<file path="config.mk">
export PLATFORM = sky130hd
export DESIGN_NAME = weight_feeder
export DESIGN_NICKNAME = d
export VERILOG_FILES = /design/src/mv_pkg.sv /design/src/weight_feeder.sv
export SDC_FILE = /design/constraint.sdc
export NUM_CORES = 2
export LEC_CHECK = 0
export BUFFER_PORTS_ARGS = -buffer_cell sky130_fd_sc_hd__buf_2
export CELL_PAD_IN_SITES_DETAIL_PLACEMENT = 0
export CELL_PAD_IN_SITES_GLOBAL_PLACEMENT = 1
export CORE_AREA = 2 2 429 431
export DETAILED_ROUTE_END_ITERATION = 7
export DIE_AREA = 0 0 431 433
export GPL_TIMING_DRIVEN = 0
export PLACE_DENSITY = 0.51
export SYNTH_ARGS = -nofsm -noshare
export SYNTH_HDL_FRONTEND = slang
export SYNTH_SLANG_ARGS = --single-unit
</file>
<file path="constraint.sdc">
create_clock -name clk -period 43.3 [get_ports clk]
set_input_delay 10.825 -clock clk [delete_from_list [all_inputs] [get_ports clk]]
set_output_delay 10.825 -clock clk [all_outputs]
set_load 0.005 [all_outputs]
</file>
<file path="src/mv_pkg.sv">
// Shared definitions for the matrix-vector scoring engine
// Data width, vector length and row index width
// Command opcodes and the packed structs of the datapath

`default_nettype none

package mv_pkg;

   // ====================
   // Sizes
   // ====================

   // Width of weights, activations, products and scores
   localparam int DATA_W = 16;

   // Elements per activation vector and per weight row
   localparam int VEC_N = 4;

   // Row index width, so at most 16 rows
   localparam int ROW_W = 4;

   // ====================
   // Commands
   // ====================

   // Command codes carried with every strobe
   typedef enum logic [1:0] {
      OP_NOP  = 2'd0,
      OP_LOAD = 2'd1,
      OP_RUN  = 2'd2
   } opcode_e;

   // One command from outside
   // Row is only meaningful for a load
   // Data holds weights for a load, activations for a run
   typedef struct packed {
      logic                         valid;
      opcode_e                      op;
      logic [ROW_W-1:0]             row;
      logic [VEC_N-1:0][DATA_W-1:0] data;
   } cmd_t;

   // ====================
   // Datapath
   // ====================

   // Operands for one lane
   // Even slots hold weights, odd slots the matching activation
   typedef struct packed {
      logic                           valid;
      logic [2*VEC_N-1:0][DATA_W-1:0] opnd;
   } lane_in_t;

   // Winning row and its score
   typedef struct packed {
      logic              valid;
      logic [ROW_W-1:0]  index;
      logic [DATA_W-1:0] score;
   } result_t;

endpackage

`default_nettype wire
</file>
<file path="src/weight_feeder.sv">
// Command decoder and weight bank
// Stores one weight row per lane on a load
// On a run, registers each lane's weights interleaved with the activations

`timescale 1ns/100ps
`default_nettype none

module weight_feeder #(
   parameter int LANES = 8
) (
   input  logic              clk,
   input  logic              rst,
   input  mv_pkg::cmd_t      cmd,
   output mv_pkg::lane_in_t  lane_in [LANES]
);

   import mv_pkg::*;

   // ====================
   // Storage
   // ====================

   // One row of VEC_N weights per lane
   logic [VEC_N-1:0][DATA_W-1:0] weights [LANES];

   // Registered operand sets, one per lane
   lane_in_t lane_r [LANES];

   // Decoded command strobes
   logic load;
   logic run;

   // ====================
   // Decode
   // ====================

   // A low strobe or a NOP leaves everything alone
   assign load = cmd.valid && (cmd.op == OP_LOAD);
   assign run  = cmd.valid && (cmd.op == OP_RUN);

   // ====================
   // Weight bank
   // ====================

   // Row compare per lane, so rows at or above LANES never match
   always_ff @(posedge clk or posedge rst) begin
      if (rst) begin
         for (int r = 0; r < LANES; r++) begin
            weights[r] <= '0;
         end
      end else if (load) begin
         for (int r = 0; r < LANES; r++) begin
            if (cmd.row == ROW_W'(r)) begin
               weights[r] <= cmd.data;
            end
         end
      end
   end

   // ====================
   // Operand registers
   // ====================

   // Weights read here are the values before this edge
   // A load sampled on the same edge is not yet visible
   always_ff @(posedge clk or posedge rst) begin
      if (rst) begin
         for (int l = 0; l < LANES; l++) begin
            lane_r[l] <= '0;
         end
      end else begin
         for (int l = 0; l < LANES; l++) begin
            // Valid is a one-cycle pulse per run
            lane_r[l].valid <= run;
            if (run) begin
               for (int k = 0; k < VEC_N; k++) begin
                  // Weight in the even slot, activation next to it
                  lane_r[l].opnd[2*k]   <= weights[l][k];
                  lane_r[l].opnd[2*k+1] <= cmd.data[k];
               end
            end
         end
      end
   end

   // Drive the lanes from the registers
   always_comb begin
      for (int l = 0; l < LANES; l++) begin
         lane_in[l] = lane_r[l];
      end
   end

endmodule

`default_nettype wire

</file>
==> impl_metrics.toml <==
[layout]
layout-drive-gt1-share = 0.7214
fin_area_um2 = 57070
fin_nets = 4085
syn_to_final_growth_pct = 29.67
multi_input_area_um2 = 12590
layout_common_cells = "1194 x buf_2, 1089 x dfrtp_1, 1017 x mux2_2, 465 x buf_4, 134 x clkbuf_16"
ff_latch_area_um2 = 27250
fillers = 18460
fin_cells = 6501
layout_commonest_cell = "buf_2"
utilization = 0.3134

[worst_setup_path]
critPathLaunchType = "primary input"
max_stage_delay_ps = 500
path_cells = "buf_2, inv_8, buf_16, buf_16, buf_16, buf_16"
worst-path-max-fanout = 120
critPathBufInv = 6
critPathArrivalTime_ps = 13670
cp_slowest_cell = "buf_16"
cp_top_family = "buffers and inverters"
crit_top_cell = "buf_16"
endpoint_kind = "asynchronous set/reset pin"
crit_path_start = "rst"
path_class = "in -> async"
r2r_start = "lane_in[30]$_DFFE_PP0P_"
required_ps = 44140

[clocking]
cts.reportedPaths.clkPinSlew_ps = 60
clk-insertion-delay-late_ps = 780
clockBufferDepth = 3
cts_root_buf = "clkbuf_16"
post_cts_buffers = 0
cts.htree.levels = 4
cts_buffers = 133
cts_sinks = 1089
post_cts_resized = 0
tritoncts = "done"
cts-hold-fix-buffers = 0

[floorplanning]
die_w_um = 431
io_pins = 1105
rows = 157
core_um2 = 182100
start_util = 0.2417
dieArea_um2 = 186600
fp.dieH_um = 433

[detailed_routing]
totalWireLength_um = 148900
firstDrtPassIters = 4
detail_route.iter0.violations = 947
via_per_inst = 4.049
ant_nets = 0
drc = 0
drt-wirelength-per-cell_um = 22.90
vias = 26320

[power_and_ir_drop]
switching_power_w = 0.0008139
pwr_density_cell_nw_per_um2 = 52.15
swShare = 0.2735
pwr-share-seq = 0.435
ir_worst_vdd_mv = 0.02423
p_int_w = 0.002162
p_leak_nw = 30.14
clkPwrFrac = 0.370
pwr-share-comb = 0.196

[placed_design]
dp_hpwl_um = 104900
gp_congestion = 0.7283
numPortBuffers = 1104
pre_cts_slack_ps = 29460
post_dp_cell_area_um2 = 52770
placedCellCount = 6262

[timing]
worstMarginPinSlew_ps = 1131
slew_headroom = 0.2448
slew_violations = 0
rsz0062_at_grt = "no"
period_needed_ps = 12830
setup_viol = 0
fmax_ghz = 0.07796
tns_ps = 0
worst_slack_ps = 30470
hold_viol = 0
clock_skew_ps = 20.65
fin_crit_sh = 0.2962

[global_route]
grt_usage = 0.1564
overflow = 0
grt_max_degree = 121
use_met2 = 0.2680
antenna_found_initial = 16
grtUsageMet3 = 0.04777
top_usage_layer = "met2"
grtUsageMet1 = 0.1865
grt_pass1_wl_um = 207300
grt_pass1_vias = 26460

[synth]
synth_cells = 2764
synth_area_um2 = 44010
syn_area_per_cell_um2 = 15.92
syn-num-nets = 2837
yosysWarnings = 0
ys_types = 20
ys_ff_latch = 1089
ys_seq_area_frac = 0.6192

[min_path]
hp-start = "weights[65]$_DFFE_PP0P_"
min_path_type = "reg -> reg"

[run_status]
outcome = "finished clean"

[run]
maxCapViolCount = 0
-- synthesized netlist by cell type (all sizes together) --
library cell  number  share of area
nor3               1        0.00011
dfrtp           1089           0.62
or2                1        0.00014
and4bb             1        0.00028
mux2            1088           0.28
nand3              2        0.00045
inv                2        0.00017
nand2              5        0.00060
nor2               1       0.000085
clkbuf             1       0.000085
buf              569          0.094
and4b              3        0.00068
nor3b              1        0.00028
-- power by group through the flow --
stage,registers [W],clock network [W],logic (W)
4_1_cts,0.00130,0.00115,0.000601
5_1_grt,0.00132,0.00119,0.000633
6_report,0.00129,0.00110,0.000582
2_1_floorplan,0.00129,0,0.000296
3_5_place_dp,0.00131,0,0.000599
3_3_place_gp,0.00132,0,0.000596
-- final timing paths --
check                                                end  cells past startpoint  slack (ps)
worst max-delay path            lane_in[332]$_DFFE_PP0P_                      6       30470
worst max register to register   lane_in[30]$_DFFE_PP0P_                      1       42140
max in group clk                            lane_in[837]                      2       30540
min in group asynchronous        lane_in[50]$_DFFE_PP0P_                      2       10110
worst min register to register  lane_in[130]$_DFFE_PP0P_                      1         480
worst min-delay path            lane_in[130]$_DFFE_PP0P_                      1         480
-- layout make-up --
cell class | count | share of cell area
inverter | 2 | 0.0002631
timing repair buffer | 1113 | 0.1012
buffer | 570 | 0.07281
clock buffer | 189 | 0.06624
multi-input combinational | 1103 | 0.2207
antenna | 13 | 0.0005701
clock inverter | 37 | 0.008441
sequential | 1089 | 0.4775
tap | 2385 | 0.05229
-- flip-flops by register name, indices dropped and copies added (netlist names) --
| name | cells |
|---|---|
| lane_in | 577 |
| weights | 512 |
-- per-stage QoR --
step	total power [W]	hold WS [ps]
after floorplan	0.001588	460.2
after global placement	0.001913	470.6
after detailed placement	0.001914	477.9
after CTS	0.003046	473.4
after global routing	0.003137	498.0
final	0.002976	482.9
-- cell families after synthesis --
logic type    synth area share
flops                   0.6192
buf+inv                0.09459
simple gates          0.002644
mux                     0.2835
-- layer usage --
| metal | routed length, um | vias up |
|---|---|---|
| met5 | 0 | - |
| met4 | 4002 | 0 |
| met3 | 10960 | 177 |
| met2 | 74810 | 815 |
| met1 | 59120 | 13650 |
| li1 | - | 11680 |
(Power assumes the default switching activity.)
