<file path="config.mk">
export PLATFORM = sky130hd
export DESIGN_NAME = score_argmax
export DESIGN_NICKNAME = d
export VERILOG_FILES = /design/src/mv_pkg.sv /design/src/score_argmax.sv
export SDC_FILE = /design/constraint.sdc
export NUM_CORES = 1
export LEC_CHECK = 0
export CAP_MARGIN = 20
export CORE_MARGIN = 1
export CORE_UTILIZATION = 48
export CTS_CLUSTER_DIAMETER = 100
export CTS_CLUSTER_SIZE = 25
export DETAILED_ROUTE_END_ITERATION = 12
export DONT_BUFFER_PORTS = 1
export GPL_TIMING_DRIVEN = 1
export PLACE_DENSITY_LB_ADDON = 0.2
export SLEW_MARGIN = 20
export SYNTH_ARGS = -nofsm -noshare
export SYNTH_HDL_FRONTEND = slang
export SYNTH_SLANG_ARGS = --single-unit
</file>
<file path="constraint.sdc">
create_clock -name clk -period 0.8 [get_ports clk]
set_input_delay 0 -clock clk [delete_from_list [all_inputs] [get_ports clk]]
set_output_delay 0 -clock clk [all_outputs]
set_load 0.01 [all_outputs]
</file>
<file path="src/mv_pkg.sv">
// Shared definitions for the matrix-vector scoring engine
// Data width, vector length and row index width
// Command opcodes and the packed structs of the datapath

`default_nettype none

package mv_pkg;

   // ====================
   // Sizes
   // ====================

   // Width of weights, activations, products and scores
   localparam int DATA_W = 16;

   // Elements per activation vector and per weight row
   localparam int VEC_N = 4;

   // Row index width, so at most 16 rows
   localparam int ROW_W = 4;

   // ====================
   // Commands
   // ====================

   // Command codes carried with every strobe
   typedef enum logic [1:0] {
      OP_NOP  = 2'd0,
      OP_LOAD = 2'd1,
      OP_RUN  = 2'd2
   } opcode_e;

   // One command from outside
   // Row is only meaningful for a load
   // Data holds weights for a load, activations for a run
   typedef struct packed {
      logic                         valid;
      opcode_e                      op;
      logic [ROW_W-1:0]             row;
      logic [VEC_N-1:0][DATA_W-1:0] data;
   } cmd_t;

   // ====================
   // Datapath
   // ====================

   // Operands for one lane
   // Even slots hold weights, odd slots the matching activation
   typedef struct packed {
      logic                           valid;
      logic [2*VEC_N-1:0][DATA_W-1:0] opnd;
   } lane_in_t;

   // Winning row and its score
   typedef struct packed {
      logic              valid;
      logic [ROW_W-1:0]  index;
      logic [DATA_W-1:0] score;
   } result_t;

endpackage

`default_nettype wire
</file>
<file path="src/score_argmax.sv">
// Argmax over the lane scores
// Unsigned comparison tree, lower index wins a tie
// Registers the winning row index and score

`timescale 1ns/100ps
`default_nettype none

module score_argmax #(
   parameter int LANES = 8
) (
   input  logic                      clk,
   input  logic                      rst,
   input  logic [mv_pkg::DATA_W-1:0] score [LANES],
   input  logic                      score_valid [LANES],
   output mv_pkg::result_t           result
);

   import mv_pkg::*;

   // Leaves padded up to a power of two
   localparam int NODES = 1 << $clog2(LANES);

   // ====================
   // Comparison tree
   // ====================

   // Heap layout: node n has children 2n+1 and 2n+2
   // Leaves sit at NODES-1 and up, left child always holds lower indices
   logic [DATA_W-1:0] node_score [2*NODES-1];
   logic [ROW_W-1:0]  node_idx   [2*NODES-1];

   result_t result_r;

   generate
      for (genvar j = 0; j < NODES; j++) begin : g_leaf
         if (j < LANES) begin : g_real
            assign node_score[NODES-1+j] = score[j];
         end else begin : g_pad
            // Score 0 at a high index never beats a real lane
            assign node_score[NODES-1+j] = '0;
         end
         assign node_idx[NODES-1+j] = ROW_W'(j);
      end

      for (genvar n = 0; n < NODES-1; n++) begin : g_node
         logic keep_left;
         // Greater or equal keeps the left, giving lowest index on ties
         assign keep_left = (node_score[2*n+1] >= node_score[2*n+2]);
         assign node_score[n] = keep_left ? node_score[2*n+1] : node_score[2*n+2];
         assign node_idx[n]   = keep_left ? node_idx[2*n+1]   : node_idx[2*n+2];
      end
   endgenerate

   // ====================
   // Output register
   // ====================

   // All lanes run in lockstep, so lane 0 stands for the rest
   always_ff @(posedge clk or posedge rst) begin
      if (rst) begin
         result_r <= '0;
      end else begin
         result_r.valid <= score_valid[0];
         if (score_valid[0]) begin
            result_r.index <= node_idx[0];
            result_r.score <= node_score[0];
         end
      end
   end

   assign result = result_r;

endmodule

`default_nettype wire

</file>
==> run_results.csv <==
group,metric,value,unit
outcome,outcome,"finished with violations",
outcome,failed_checks,"setup timing",
timing,post-route-worst-setup-slack,-4.12,ns
synthesis,postSynthNetCount,862,
route,route.detailed.wl_per_inst,18.8,um
place,placed_cell_area,6460,um2
timing,setup-violations-final,31,
finish,final_cell_mix,"buf_4 (123), ha_1 (90), inv_1 (63)",
synthesis,seq_area_frac_synth,9.77,%
pwr,power_leakage,3.46,nW
route,postRouteWirelength,16700,um
run,cap_viol_max_count,0,
global_routing,wire_length_of_the_first_global_routing_pass,25100,um
critical_path,critPathCaptureType,"register",
clock_tree,numCtsBuffers,3,
timing,period_share,615,%
timing,hold_viol_final,0,
finish,final_core_utilization,72.1,%
global_routing,grt.busiest_layer,"met2",
finish,final_design_area_no_fill,7450,um2
synthesis,synth-warning-count,0,
floorplan,core,10300,um2
route,count_of_routing_violations_after_the_opening_detailed_route_iteration,198,
critical_path,worstPathArrival,5.08,ns
synthesis,asyncSetResetFlopFracSynth,100,%
global_routing,gr-usage-met2,49.8,%
pwr,vdd.ir_drop.worst,860,uV
floorplan,die-area,11100,um2
global_routing,grtUsageMet3,5.13,%
route,detailed_route_via_count,5368,
place,gp_congestion,0.931,
place,post-place-ws,-4.61,ns
critical_path,critPathLaunchType,"input pin",
pwr,power.density,2040,nW/um2
finish,largest_register_ffs,20,
finish,final_common_cell,"buf_4",
critical_path,timing.critical_path.required,0.96,ns
clock_tree,tritoncts,"yes",
clock_tree,cts_buffer_depth,2,
global_routing,global_route.usage.total,27.5,%
floorplan,std_cell_rows,37,
synthesis,dominantRegCellSynth,"dfrtp_1",
floorplan,ios,159,
clock_tree,cts-htree-levels,1,
hold_path,kind_of_path_behind_the_tightest_hold_check,"input pin to register",
finish,num_antenna_cells,0,
finish,finish.net_count,1003,
global_routing,grt_pass1_vias,5563,
timing,hold_ws,0.0110,ns
timing,clock_skew,0,ns
floorplan,fp.dieW,105,um
critical_path,timing_worst_setup_path_type,"input pin to register",
place,detailedPlacementHpwl,12800,um
timing,fin_crit,4.92,ns
clock_tree,ctsRootBufferMaster,"clkbuf_8",
place,io_buffer_count,0,
global_routing,grt_max_degree,37,
clock_tree,clk_latency,0.27,ns
global_routing,global_route.usage.met1,31.6,%
critical_path,timing.critical_path.fanout_max,7,
synthesis,synth_enable_flop_cells,0,
finish,fillerInstances,744,
timing,grt_setup_unrepaired,"yes",
floorplan,floorplan.die.height,105,um
clock_tree,cts_num_sinks,20,
timing,fin_tns_setup,-77.65,ns
clock_tree,clk_pin_slew_worst_setup_hold_paths,0.09,ns
floorplan,initial_utilization,49.6,%
route,drt-pass1-iter-count,4,
global_routing,antenna_found_initial,0,
route,avgViaCountPerCell,6.05,
timing,final_max_slew_viol_count,0,
route,final_antenna_net_count,0,
finish,post_route_cells_drive_above_1_share,45.7,%
synthesis,synth.ff_latch_count,20,
synthesis,yosysUniqueCellTypes,53,
synthesis,synth.avg_cell_area,8.37,um2
global_routing,grt_overflow_total,0,
timing,achievable-frequency,203,MHz
finish,area_used_by_sequential_logic_in_the_layout,500,um2
finish,area_used_by_multi_input_combinational_logic,4930,um2
finish,syn2layout_area_growth,45.4,%
synthesis,instance_count_of_the_mapped_netlist,612,
route,drcViolationCount,0,
synthesis,synth_area,5120,um2
[cell type report]
cell class	instances	share of cell area, %
clock buffer	3	0.555
sequential	20	6.72
timing repair buffer	162	19.5
clock inverter	1	0.403
tap	136	2.29
multi-input combinational	491	66.2
inverter	75	4.25
[power by group]
| group | internal, mW | switching, mW |
|---|---|---|
| clock network | 0.670 | 0.407 |
| logic | 6.67 | 5.52 |
| registers | 1.49 | 0.427 |
| total | 8.83 | 6.36 |
[kinds of logic (layout without fill, tap and decap cells)]
family          count (synthesis)  after routing  share of synthesized area (%)
mux                            49             49                           11.1
other cells                     1              1                         0.0732
fa+ha+maj                     112            112                           27.4
simple gates                  136            137                           13.2
buf+inv                       102            241                           8.77
flops                          20             20                           9.77
compound gates                192            192                           29.7
[final timing paths]
| kind | cells past startpoint | endpoint | slack (ns) | start |
|---|---|---|---|---|
| worst max-delay path | 26 | result[6]$_DFFE_PP0P_ | -4.12 | score[46] |
| worst min-delay path | 3 | result[16]$_DFFE_PP0P_ | 0.01 | score_valid[7] |
| worst max register to register | 3 | result[2]$_DFFE_PP0P_ | -0.02 | result[2]$_DFFE_PP0P_ |
| worst min register to register | 2 | result[8]$_DFFE_PP0P_ | 0.53 | result[8]$_DFFE_PP0P_ |
| max in group asynchronous | 3 | result[14]$_DFFE_PP0P_ | 0.37 | rst |
| min in group asynchronous | 3 | result[18]$_DFFE_PP0P_ | 0.20 | rst |
[critical path, cell delays in order]
cell and delay, ns:
inv_6 0.02, ha_4 0.25, nand4_1 0.14, nor3_2 0.25, nand4_1 0.19, o21ai_2 0.23, buf_12 0.14, buf_8 0.11
mux2_4 0.32, ha_4 0.22, a21o_1 0.18, a21oi_2 0.12, o221ai_1 0.12, a31o_2 0.28, buf_6 0.14, or4_4 0.54
o211ai_2 0.14, ha_4 0.25, nor3_1 0.22, or3_1 0.18, o211ai_2 0.10, a211oi_4 0.31, or2_4 0.20, buf_8 0.13
a2bb2oi_2 0.18, o221ai_2 0.10
[synth_stat cells, types with 16 or more instances]
master	instances	area share, %
mux2_2	20	4.4
a21oi_1	47	4.6
o211ai_2	16	3.9
inv_1	73	5.4
nor2_1	25	1.8
mux2i_1	18	3.5
nand2_1	53	3.9
ha_1	112	27
dfrtp_1	20	9.8
o21ai_0	25	2.4
a2bb2oi_1	16	2.7
[routing by layer]
layer  part of all wire, %  vias to the layer above
li1                      -                     2590
met1                    39                     2499
met2                    50                      232
met3                   7.5                       47
met4                   3.4                        0
met5                     0                        -
[what timing repair did]
item,in CTS,in global routing
gates resized for setup,69,72
hold buffers,2,0
gates cloned,1,4
pin swaps,63,49
setup buffers,15,3
hold endpoints to repair,24,0
setup endpoints to repair,37,38
[through the flow]
step	instances	power [mW]
3_3_place_gp	859	10.9
4_1_cts	881	13.6
3_5_place_dp	859	11.2
5_1_grt	888	16.1
6_report	888	15.2
2_1_floorplan	612	7.84
(Power assumes the default switching activity.)
