**src/mv_pkg.sv**
```systemverilog
// Shared definitions for the matrix-vector scoring engine
// Data width, vector length and row index width
// Command opcodes and the packed structs of the datapath

`default_nettype none

package mv_pkg;

   // ====================
   // Sizes
   // ====================

   // Width of weights, activations, products and scores
   localparam int DATA_W = 16;

   // Elements per activation vector and per weight row
   localparam int VEC_N = 4;

   // Row index width, so at most 16 rows
   localparam int ROW_W = 4;

   // ====================
   // Commands
   // ====================

   // Command codes carried with every strobe
   typedef enum logic [1:0] {
      OP_NOP  = 2'd0,
      OP_LOAD = 2'd1,
      OP_RUN  = 2'd2
   } opcode_e;

   // One command from outside
   // Row is only meaningful for a load
   // Data holds weights for a load, activations for a run
   typedef struct packed {
      logic                         valid;
      opcode_e                      op;
      logic [ROW_W-1:0]             row;
      logic [VEC_N-1:0][DATA_W-1:0] data;
   } cmd_t;

   // ====================
   // Datapath
   // ====================

   // Operands for one lane
   // Even slots hold weights, odd slots the matching activation
   typedef struct packed {
      logic                           valid;
      logic [2*VEC_N-1:0][DATA_W-1:0] opnd;
   } lane_in_t;

   // Winning row and its score
   typedef struct packed {
      logic              valid;
      logic [ROW_W-1:0]  index;
      logic [DATA_W-1:0] score;
   } result_t;

endpackage

`default_nettype wire
```
**src/dot_lane.sv**
```systemverilog
// Per-row dot product lane
// Input register, pairwise multiply, two-level adder tree, output register
// Arithmetic wraps modulo 2^DATA_W at every stage

`timescale 1ns/100ps
`default_nettype none

module dot_lane (
   input  logic                      clk,
   input  logic                      rst,
   input  mv_pkg::lane_in_t          lane_in,
   output logic [mv_pkg::DATA_W-1:0] score,
   output logic                      score_valid
);

   import mv_pkg::*;

   // Cycles from lane_in.valid to score_valid
   localparam int LATENCY = 4;

   // Adders in the first tree level
   localparam int SUMS = VEC_N / 2;

   // ====================
   // Pipeline registers
   // ====================

   logic [DATA_W-1:0]  in_r   [2*VEC_N];
   logic [DATA_W-1:0]  mult_r [VEC_N];
   logic [DATA_W-1:0]  add_r  [SUMS];
   logic [DATA_W-1:0]  out_r;
   logic [LATENCY-1:0] valid_r;

   // Datapath, one register per stage
   always_ff @(posedge clk or posedge rst) begin
      if (rst) begin
         for (int i = 0; i < 2*VEC_N; i++) begin
            in_r[i] <= '0;
         end
         for (int i = 0; i < VEC_N; i++) begin
            mult_r[i] <= '0;
         end
         for (int i = 0; i < SUMS; i++) begin
            add_r[i] <= '0;
         end
         out_r <= '0;
      end else begin
         // Stage 1: capture operands
         for (int i = 0; i < 2*VEC_N; i++) begin
            in_r[i] <= lane_in.opnd[i];
         end
         // Stage 2: weight times activation, upper half dropped
         for (int i = 0; i < VEC_N; i++) begin
            mult_r[i] <= in_r[2*i] * in_r[2*i+1];
         end
         // Stage 3: first adder level
         for (int i = 0; i < SUMS; i++) begin
            add_r[i] <= mult_r[2*i] + mult_r[2*i+1];
         end
         // Stage 4: final adder
         out_r <= add_r[0] + add_r[1];
      end
   end

   // Valid delay line, bit 0 is the youngest
   always_ff @(posedge clk or posedge rst) begin
      if (rst) begin
         valid_r <= '0;
      end else begin
         valid_r <= {valid_r[LATENCY-2:0], lane_in.valid};
      end
   end

   assign score       = out_r;
   assign score_valid = valid_r[LATENCY-1];

endmodule

`default_nettype wire

```
**config.mk**
```make
export PLATFORM = sky130hd
export DESIGN_NAME = dot_lane
export DESIGN_NICKNAME = d
export VERILOG_FILES = /design/src/mv_pkg.sv /design/src/dot_lane.sv
export SDC_FILE = /design/constraint.sdc
export NUM_CORES = 1
export LEC_CHECK = 0
export BUFFER_PORTS_ARGS = -buffer_cell sky130_fd_sc_hd__buf_2
export CAP_MARGIN = 10
export CORE_ASPECT_RATIO = 1.2
export CORE_UTILIZATION = 65
export DETAILED_ROUTE_END_ITERATION = 12
export PLACE_DENSITY = 0.84
export SETUP_SLACK_MARGIN = 0.4
export SLEW_MARGIN = 10
export SYNTH_ARGS = -nofsm -noshare
export SYNTH_HDL_FRONTEND = slang
export SYNTH_SLANG_ARGS = --single-unit
```
**constraint.sdc**
```tcl
create_clock -name clk -period 17.2 [get_ports clk]
set_input_delay 0.86 -clock clk [delete_from_list [all_inputs] [get_ports clk]]
set_output_delay 0.86 -clock clk [all_outputs]
set_load 0.03 [all_outputs]
```
==> flow_summary.yaml, run 1 <==
status:
  status: "finished, final reports clean"
route:
  vias: 16300
  drcViolationCount: 0
  routed_via_density: 5.46
  avgRoutedWirePerCell_um: 17.0
  drt_pass1_iterations: 5
  first_iter_violations: 858
  totalWireLength_um: 50800
  ant_nets: 0
setup_path:
  cp-startpoint: "in_r[33]"
  required_ns: 17.64
  cp_cell_sequence: "nand2_1 > fa_1 > fa_1 > inv_1 > fa_1 > inv_1 > fa_1 > fa_1 > fa_1 > inv_1 > ha_1 > o21a_1 > o21ai_0 > o21ai_0 > a21oi_1 > xnor2_1"
  cpMaxStageDelayCell: "dfrtp_1"
  rr_startpoint: "in_r[33]"
  regToRegSetupSlack_ns: 11.81
  max_stage_delay_ns: 0.75
  crit_type: "reg -> reg"
  crit_arrival_ns: 5.83
  worst-path-max-fanout: 15
  endpoint: "mult_r[31]"
  crit_path_start_kind: "flop"
  rr_worst_depth: 16
  crit_path_end_kind: "flop"
  cpMostUsedCell: "fa_1"
  reg2reg_to: "mult_r[31]"
floorplan:
  initial_core_util: 0.662
  rows: 76
  core_area_mm2: 0.0360
  fp.dieH_um: 212
  fp.dieW_um: 177
  ios: 148
  die-area_mm2: 0.0375
final_layout:
  final_area_mm2: 0.0258
  diodes: 0
  syn_to_final_growth_pct: 8.10
  nNetsFinal: 3198
  final_cells: 2989
  drive_above_1_share: 0.0805
grt:
  grt_pass1_vias: 18300
  grt_overflow_total: 0
  grt_pass1_wl_um: 86000
  grt_max_degree: 90
  grt_usage: 0.293
  antenna_found_initial: 0
placement:
  dp_hpwl_um: 40100
  io_buffers: 147
  postPlaceCellArea_mm2: 0.0250
  place_inst: 2943
  dpl_worst_slack_ns: 11.83
  gp_congestion: 0.956
yosys:
  netlist.area_leader.share: 0.271
  synth_area_mm2: 0.0239
  synthFlopType: "dfrtp_1"
  yosysTopAreaCell: "fa_1"
  synthesis.instances: 2385
  yosysSeqAreaShare: 0.256
  ys_top_cells_by_count: "458 x inv_1, 323 x fa_1, 305 x nand2_1"
  synth_edf_count: 0
  synth-async-reset-ratio: 1.00
  synth-seq-cells: 244
  ys_warn_count: 0
  ys_types: 58
  synthesis.nets: 3080
  yosys.cell_count.top_type: "inv_1"
  avgSynthCellArea_um2: 10.0
  synthTopCellsByArea: "fa_1 27%, dfrtp_1 26%, ha_1 13%, inv_1 7.2%, and2_1 7.0%"
clocking:
  cts_buffers: 26
  clock_sinks: 244
  tritoncts: "yes"
  cts_setup_buffers: 0
  clk_latency_ns: 0.56
  cts-root-buf: "clkbuf_16"
  path_clk_slew_ns: 0.06
  h-tree-depth: 1
  postCtsHoldBufs: 0
  cts_resized: 0
  clk_path_buf_depth: 3
sta:
  fin_ws_ns: 11.81
  finalCritPeriodShare: 0.313
  finalSetupTns_ns: 0
  finalSetupViolations: 0
  fmax_mhz: 186
  hold_viol: 0
  clock_skew_ns: 0.0159
  worst_pin_slew_ns: 1.06
  maxSlewViolCount: 0
  fin_crit_ns: 5.39
  rsz0062_at_grt: "false"
  slew_headroom: 0.294
power:
  cellPowerDensity_mw_per_mm2: 185
  power.total_w: 0.00478
  leakage_nw: 13.0
  ir_drop_mv: 0.136
run:
  maxCapViolations: 0
worst_hold_path:
  holdCritPathClass: "in -> async"
==> cell families (layout without fill, tap and decap cells) <==
kind of cell / Yosys count / in the layout / synth area share
compound gates: 185 / 185 / 0.0530
xor+xnor: 192 / 192 / 0.0704
fa+ha+maj: 564 / 564 / 0.397
buf+inv: 517 / 653 / 0.0814
flops: 244 / 244 / 0.256
mux: 3 / 3 / 0.00126
simple gates: 680 / 680 / 0.141
==> final cells by class <==
cell class / instances / area, µm²
Clock inverter: 9 / 61.3
Timing Repair Buffer: 149 / 751
Sequential cell: 244 / 6110
Inverter: 458 / 1730
Multi-Input combinational cell: 1624 / 15800
Fill cell: 2567 / 10200
Clock buffer: 37 / 753
Tap cell: 468 / 586
==> sequential cells by signal (all words and copies together) (netlist names) <==
signal / cells
valid_r: 4
add_r: 32
score: 16
mult_r: 64
in_r: 128
==> report_power, final <==
group | total (W) | switching (W) | internal, W | leakage (nW)
Sequential | 0.000867 | 0.000102 | 0.000765 | 2.85
Clock | 0.000534 | 0.000229 | 0.000305 | 0.398
Combinational | 0.00338 | 0.00186 | 0.00153 | 9.72
Total | 0.00478 | 0.00219 | 0.00260 | 13.0
==> layer usage <==
layer | vias up | track usage | share of wire
met3 | 154 | 0.0366 | 0.055
met4 | 0 | 0.135 | 0.043
met2 | 566 | 0.521 | 0.52
li1 | 7455 | - | -
met5 | - | 0 | 0
met1 | 8151 | 0.354 | 0.38
==> placed cells by master, fill, tap and decap left out, types with 15 or more instances in the layout <==
| cell type | count |
|---|---|
| nor2b_1 | 15 |
| nor2_1 | 45 |
| xor2_1 | 44 |
| nand2_1 | 305 |
| o21ai_0 | 27 |
| a21oi_1 | 55 |
| a21o_1 | 25 |
| clkbuf_16 | 27 |
| ha_1 | 241 |
| o21a_1 | 23 |
| buf_2 | 147 |
| dfrtp_1 | 244 |
| fa_1 | 323 |
| and2_1 | 266 |
| xnor2_1 | 148 |
| inv_1 | 457 |
==> critical path, delay by kind of cell, from the launching register on <==
family	cells	cell delay (ns)
AO/OA/AOI/OAI	4	0.67
XOR/XNOR	1	0.09
adder cells (fa/ha/maj)	7	3.42
buffers and inverters	3	0.15
flip-flops	1	0.75
AND/OR/NAND/NOR	1	0.18
==> through the flow <==
step / hold slack [ns] / utilization
4_1_cts: 0.352 / 0.716
3_3_place_gp: 0.335 / 0.693
3_5_place_dp: 0.337 / 0.693
2_1_floorplan: 0.331 / -
5_1_grt: 0.360 / 0.716
6_report: 0.346 / 0.716
==> worst min-delay path by stage <==
| stage | slack (ns) | to | startpoint | cells past startpoint |
|---|---|---|---|---|
| 6_report | 0.35 | in_r[49] | rst | 2 |
| 5_1_grt | 0.36 | valid_r[2] | valid_r[1] | 0 |
| 4_1_cts | 0.35 | valid_r[2] | valid_r[1] | 0 |
| 3_5_place_dp | 0.34 | valid_r[2] | valid_r[1] | 0 |
| 3_3_place_gp | 0.34 | valid_r[3] | valid_r[2] | 0 |
| 2_1_floorplan | 0.33 | valid_r[1] | valid_r[0] | 0 |
No activity file was read; power rests on OpenSTA's default activity.
==> inputs of run 2 (changes only) <==
CORE_UTILIZATION = 63   (was 65)
PLACE_DENSITY = 0.82   (was 0.84)
clock period = 5.2 ns   (was 17.2 ns; I/O delays follow)
==> run 2 against run 1 <==
  * Die area rose by 3.1%
  * Sequential power rose to 3.3 times the previous value
  * Critical path depth rose by 3
  * Final area rose by 15%
  * Clock-buffer cell count fell by 3
  * Sequential share of layout area fell by 2.9 points
  * The run now ends with DRC, setup timing left
  * Cell count rose by 10%
  * Setup slack got worse by 12 ns
  * First-iteration DRC count rose by 60%
  * Clock skew rose by 0.0083 ns
  * Combinational power rose to 4.6 times the previous value
  * Utilization rose by 8.5 points
==> flow_summary.yaml, run 2 (synthesized netlist as in run 1, its figures left out) <==
status:
  status: "finished, violations left"
  violations: "DRC, setup timing"
setup_path:
  worst-path-max-fanout: 5
  max_stage_delay_ns: 0.62
  cpMostUsedCell: "fa_1"
  crit_type: "reg -> reg"
  crit_path_start_kind: "flop"
  crit_path_end_kind: "flop"
  path_delay_family: "adder cells"
  crit_arrival_ns: 5.84
  cp_cell_sequence: "buf_4 > nand2_1 > fa_1 > fa_1 > fa_1 > fa_1 > inv_2 > fa_1 > inv_2 > fa_1 > inv_2 > ha_4 > and3_4 > nand2_2 > nand2_2 > a21oi_2 > o21ai_2 > a21oi_2 > xnor2_1"
  required_ns: 5.70
  critPathBufInv: 4
  cpMaxStageDelayCell: "fa_1"
final_layout:
  final_cell_mix: "424 x inv_1, 300 x fa_1, 296 x nand2_1"
  post-route-util: 0.801
  drive_above_1_share: 0.221
  reg_top3: "in_r: 128 flops, mult_r: 64 flops, add_r: 32 flops"
  largest_reg_flops: 128
  nNetsFinal: 3492
  final_area_mm2: 0.0297
  final_common_cell: "inv_1"
  syn_to_final_growth_pct: 24.5
  largest_register: "in_r"
worst_hold_path:
  holdCritPathClass: "in -> reg"
route:
  routed_via_density: 5.68
  totalWireLength_um: 68600
  drt_pass1_iterations: 10
  first_iter_violations: 1376
  ant_nets: 0
  avgRoutedWirePerCell_um: 20.8
  vias: 18700
  drcViolationCount: 8
placement:
  dpl_worst_slack_ns: -0.108
  dp_hpwl_um: 42600
  io_buffers: 147
  gp_congestion: 0.934
  postPlaceCellArea_mm2: 0.0255
grt:
  grt_max_degree: 149
  grt_pass1_vias: 21100
  grt_pass1_wl_um: 106000
  antenna_found_initial: 2
  grt_usage: 0.353
  grt_overflow_total: 0
floorplan:
  fp.dieH_um: 215
  core_area_mm2: 0.0371
  die-area_mm2: 0.0387
  rows: 77
  initial_core_util: 0.644
  ios: 148
  fp.dieW_um: 180
sta:
  fmax_mhz: 187
  hold_viol: 0
  fin_crit_ns: 5.34
  finalSetupTns_ns: -0.145
  worst_pin_slew_ns: 0.917
  finalSetupViolations: 1
  rsz0062_at_grt: "true"
  maxSlewViolCount: 0
  slew_headroom: 0.388
  clock_skew_ns: 0.0242
  finalCritPeriodShare: 1.03
  fin_ws_ns: -0.145
power:
  leakage_nw: 14.5
  intPower_w: 0.0110
  pwr-share-seq: 0.140
  pwr-share-clk: 0.101
  p_sw_frac: 0.460
  combPwrFrac: 0.758
  ir_drop_mv: 0.751
  cellPowerDensity_mw_per_mm2: 682
  power.total_w: 0.0203
  switchingPower_w: 0.00932
clocking:
  cts-root-buf: "clkbuf_16"
  clock_sinks: 244
  clk_path_buf_depth: 3
  path_clk_slew_ns: 0.08
  tritoncts: "yes"
  h-tree-depth: 1
  cts_buffers: 27
  clk_latency_ns: 0.59
run:
  maxCapViolations: 0
[run 2: final timing paths]
kind                             startpoint          to  slack (ns)  cells after the start
worst max-delay path               in_r[66]  mult_r[46]       -0.14                     19
worst min-delay path            lane_in[82]    in_r[34]        0.31                      2
worst max register to register     in_r[66]  mult_r[46]       -0.14                     19
worst min register to register   valid_r[2]  valid_r[3]        0.36                      0
max in group asynchronous               rst    in_r[50]        3.42                      4
min in group asynchronous               rst    score[9]        0.40                      3
[run 2: layout make-up]
| cell class | count | area [µm²] |
|---|---|---|
| repair buffers | 442 | 3490 |
| diodes | 2 | 5.00 |
| clock buffers | 34 | 732 |
| fillers | 1960 | 7370 |
| well taps | 474 | 593 |
| clock inverters | 14 | 189 |
| inverters | 458 | 1720 |
| flip-flops and latches | 244 | 6180 |
| multi-input cells | 1624 | 16800 |
[run 2: timing repair]
item,in CTS,in global routing
hold buffers,130,0
resized for setup,181,136
pin swaps,88,128
buffers inserted,74,39
gates cloned,0,0
endpoints found under the setup margin,23,24
hold endpoints to repair,164,0
[run 2: power groups by stage]
stage / clock network, W / logic (W) / registers [W]
finish: 0.00205 / 0.0154 / 0.00285
global route: 0.00215 / 0.0168 / 0.00288
CTS: 0.00205 / 0.0133 / 0.00283
detailed placement: 0 / 0.0117 / 0.00287
global placement: 0 / 0.0112 / 0.00287
floorplan: 0 / 0.00884 / 0.00283
[run 2: routing by layer]
metal | track usage | vias to the layer above | share of wire
met5 | 0 | - | 0
met4 | 0.245 | 0 | 0.075
met3 | 0.0602 | 371 | 0.070
met2 | 0.632 | 1045 | 0.52
met1 | 0.380 | 9245 | 0.34
li1 | - | 8049 | -
[run 2: metrics by stage]
step | hold WS (ns) | instances
3_5_place_dp | 0.338 | 2999
4_1_cts | 0.291 | 3251
6_report | 0.310 | 3292
2_1_floorplan | 0.291 | 2385
5_1_grt | 0.306 | 3292
3_3_place_gp | 0.334 | 2999
==> inputs of run 3 (changes only) <==
ABC_AREA = 1   (was not set)
CORE_UTILIZATION = 64   (was 63)
PLACE_DENSITY = 0.83   (was 0.82)
==> run 3 against run 2 <==
  * The run ends with setup timing left
  * Power rose by 13%
  * Synthesized cell count rose by 28%
  * Die area rose by 4.4%
  * First-iteration DRC count increased by 120%
  * Non-clock buffer count increased by 29
  * Setup slack worse by 0.27 ns
  * Area after synthesis rose by 6.1%
  * Utilization increased by 1.0 points
  * Via count rose by 26%
  * Sequential power about the same
  * Largest cell class unchanged
  * Highest routed layer unchanged
==> flow_summary.yaml, run 3 <==
placement:
  io_buffers: 147
  dp_hpwl_um: 45800
  postPlaceCellArea_mm2: 0.0265
  place_inst: 3661
  gp_congestion: 0.926
sta:
  maxSlewViolCount: 0
  finalCritPeriodShare: 1.08
  worst_pin_slew_ns: 0.888
  fmax_mhz: 178
  clock_skew_ns: 0.0156
  fin_ws_ns: -0.416
  hold_viol: 0
  fin_crit_ns: 5.62
  rsz0062_at_grt: "true"
  finalSetupViolations: 12
  slew_headroom: 0.408
yosys:
  yosys.cell_count.top_type: "nand2_1"
  yosysSeqAreaShare: 0.241
  ys_top_cells_by_count: "862 x nand2_1, 839 x inv_1, 323 x fa_1"
  yosysTopAreaCell: "fa_1"
  synth_area_mm2: 0.0253
  synthesis.nets: 3748
  avgSynthCellArea_um2: 8.29
  synth-async-reset-ratio: 1.00
  synthFlopType: "dfrtp_1"
  ys_warn_count: 0
  synth_edf_count: 0
  ys_types: 40
  synth-seq-cells: 244
  synthesis.instances: 3053
  netlist.area_leader.share: 0.255
  synthTopCellsByArea: "fa_1 26%, dfrtp_1 24%, nand2_1 13%, inv_1 12%, ha_1 12%"
final_layout:
  reg_top3: "in_r: 128 flops, mult_r: 64 flops, add_r: 32 flops"
  largest_reg_flops: 128
  drive_above_1_share: 0.208
  syn_to_final_growth_pct: 24.5
  final_common_cell: "nand2_1"
  final_cell_mix: "815 x nand2_1, 767 x inv_1, 306 x fa_1"
  diodes: 0
  nNetsFinal: 4165
  final_cells: 4017
  final_area_mm2: 0.0315
  fill_cells: 2004
  multi_input_comb_area_mm2: 0.0167
  largest_register: "in_r"
  regArea_mm2: 0.00620
floorplan:
  ios: 148
  die-area_mm2: 0.0404
  fp.dieW_um: 184
  initial_core_util: 0.652
  fp.dieH_um: 220
  rows: 79
  core_area_mm2: 0.0388
clocking:
  tritoncts: "yes"
  path_clk_slew_ns: 0.07
  clock_sinks: 244
  clk_latency_ns: 0.59
  cts-root-buf: "clkbuf_16"
  h-tree-depth: 1
  cts_buffers: 28
  clk_path_buf_depth: 3
run:
  maxCapViolations: 0
setup_path:
  cpMaxStageDelayCell: "fa_1"
  cpMostUsedCell: "nand2_1"
  required_ns: 5.68
  crit_path_end_kind: "flop"
  critPathBufInv: 7
  crit_arrival_ns: 6.09
  max_stage_delay_ns: 0.71
  path_delay_family: "adder cells"
  crit_type: "reg -> reg"
  regToRegSetupSlack_ns: -0.42
  crit_path_start_kind: "flop"
  critical_path_depth: 25
  worst-path-max-fanout: 4
  rr_worst_depth: 25
worst_hold_path:
  whs_path_depth: 2
  holdCritPathClass: "in -> reg"
grt:
  grt_pass1_vias: 24400
  grt_overflow_total: 0
  top_usage_layer: "met2"
  use_met1: 0.413
  antenna_found_initial: 0
  grt_usage: 0.381
  grtUsageMet3: 0.0694
  grt_use_met2: 0.667
  grt_max_degree: 153
  grt_pass1_wl_um: 119000
route:
  totalWireLength_um: 86900
  first_iter_violations: 3034
  ant_nets: 0
  drcViolationCount: 0
  routed_via_density: 5.88
  drt_pass1_iterations: 7
  vias: 23600
  avgRoutedWirePerCell_um: 21.6
status:
  status: "finished, violations left"
  violations: "setup timing"
power:
  leakage_nw: 18.0
  ir_drop_mv: 0.648
  cellPowerDensity_mw_per_mm2: 724
## run 3: cell types whose count changed in the layout (fill, tap and decap cells not counted), moves of 31 or more
cell     change
and2_1     -236
buf_4       +31
inv_1      +343
inv_2       +39
nand2_1    +519
nand2_2     +35
nand3_1     +82
xnor2_1    -103
xor2_1      +42
## run 3: path summary, 6_finish.rpt
kind,from,to
min in group asynchronous,rst,in_r[116]
max in group asynchronous,rst,in_r[80]
setup / recovery,in_r[70],mult_r[47]
hold / removal,lane_in[11],in_r[123]
hold reg to reg,valid_r[0],valid_r[1]
setup reg to reg,in_r[70],mult_r[47]
## run 3: power by group
part / total, W / internal, W / switching (W)
registers: 0.00286 / 0.00253 / 0.000335
clock network: 0.00231 / 0.00141 / 0.000902
logic: 0.0176 / 0.00730 / 0.0103
total: 0.0228 / 0.0112 / 0.0116
## run 3: repair_timing
action                                  4_1_cts  5_1_grt
resized for setup                           204      191
endpoints found under the hold margin       156        0
pin swaps                                   117      165
endpoints found under the setup margin       24       25
buffers inserted                            109       66
hold buffers                                130        0
## run 3: per-stage QoR
| stage | utilization | hold WS, ns | power (W) | worst slack (ns) | TNS (ns) |
|---|---|---|---|---|---|
| final | 0.811 | 0.303 | 0.0228 | -0.416 | -2.23 |
| after global placement | 0.683 | 0.332 | 0.0136 | 0.102 | 0 |
| after global routing | 0.811 | 0.312 | 0.0240 | -0.590 | -3.80 |
| after floorplan | - | 0.291 | 0.0113 | 0.439 | 0 |
| after CTS | 0.783 | 0.303 | 0.0190 | 0.226 | 0 |
| after detailed placement | 0.683 | 0.336 | 0.0142 | -0.0746 | -0.152 |
## run 3: area by class of cell
class / count / share of cell area
multi-input cells: 1883 / 0.531
clock inverters: 16 / 0.00873
flip-flops and latches: 244 / 0.197
inverters: 842 / 0.100
clock buffers: 35 / 0.0247
repair buffers: 471 / 0.118
well taps: 526 / 0.0209
## run 3: kinds of logic after synthesis
group           synth area share
compound gates            0.0342
xor+xnor                  0.0459
simple gates               0.163
fa+ha+maj                  0.374
flops                      0.241
buf+inv                    0.141
## run 3: metal layers
layer / share of wire / wire (µm) / vias to the layer above
li1: - / - / 9682
met1: 0.31 / 26800 / 11000
met2: 0.47 / 40800 / 2050
met3: 0.12 / 10200 / 869
met4: 0.10 / 9050 / 0
met5: 0 / 0 / -
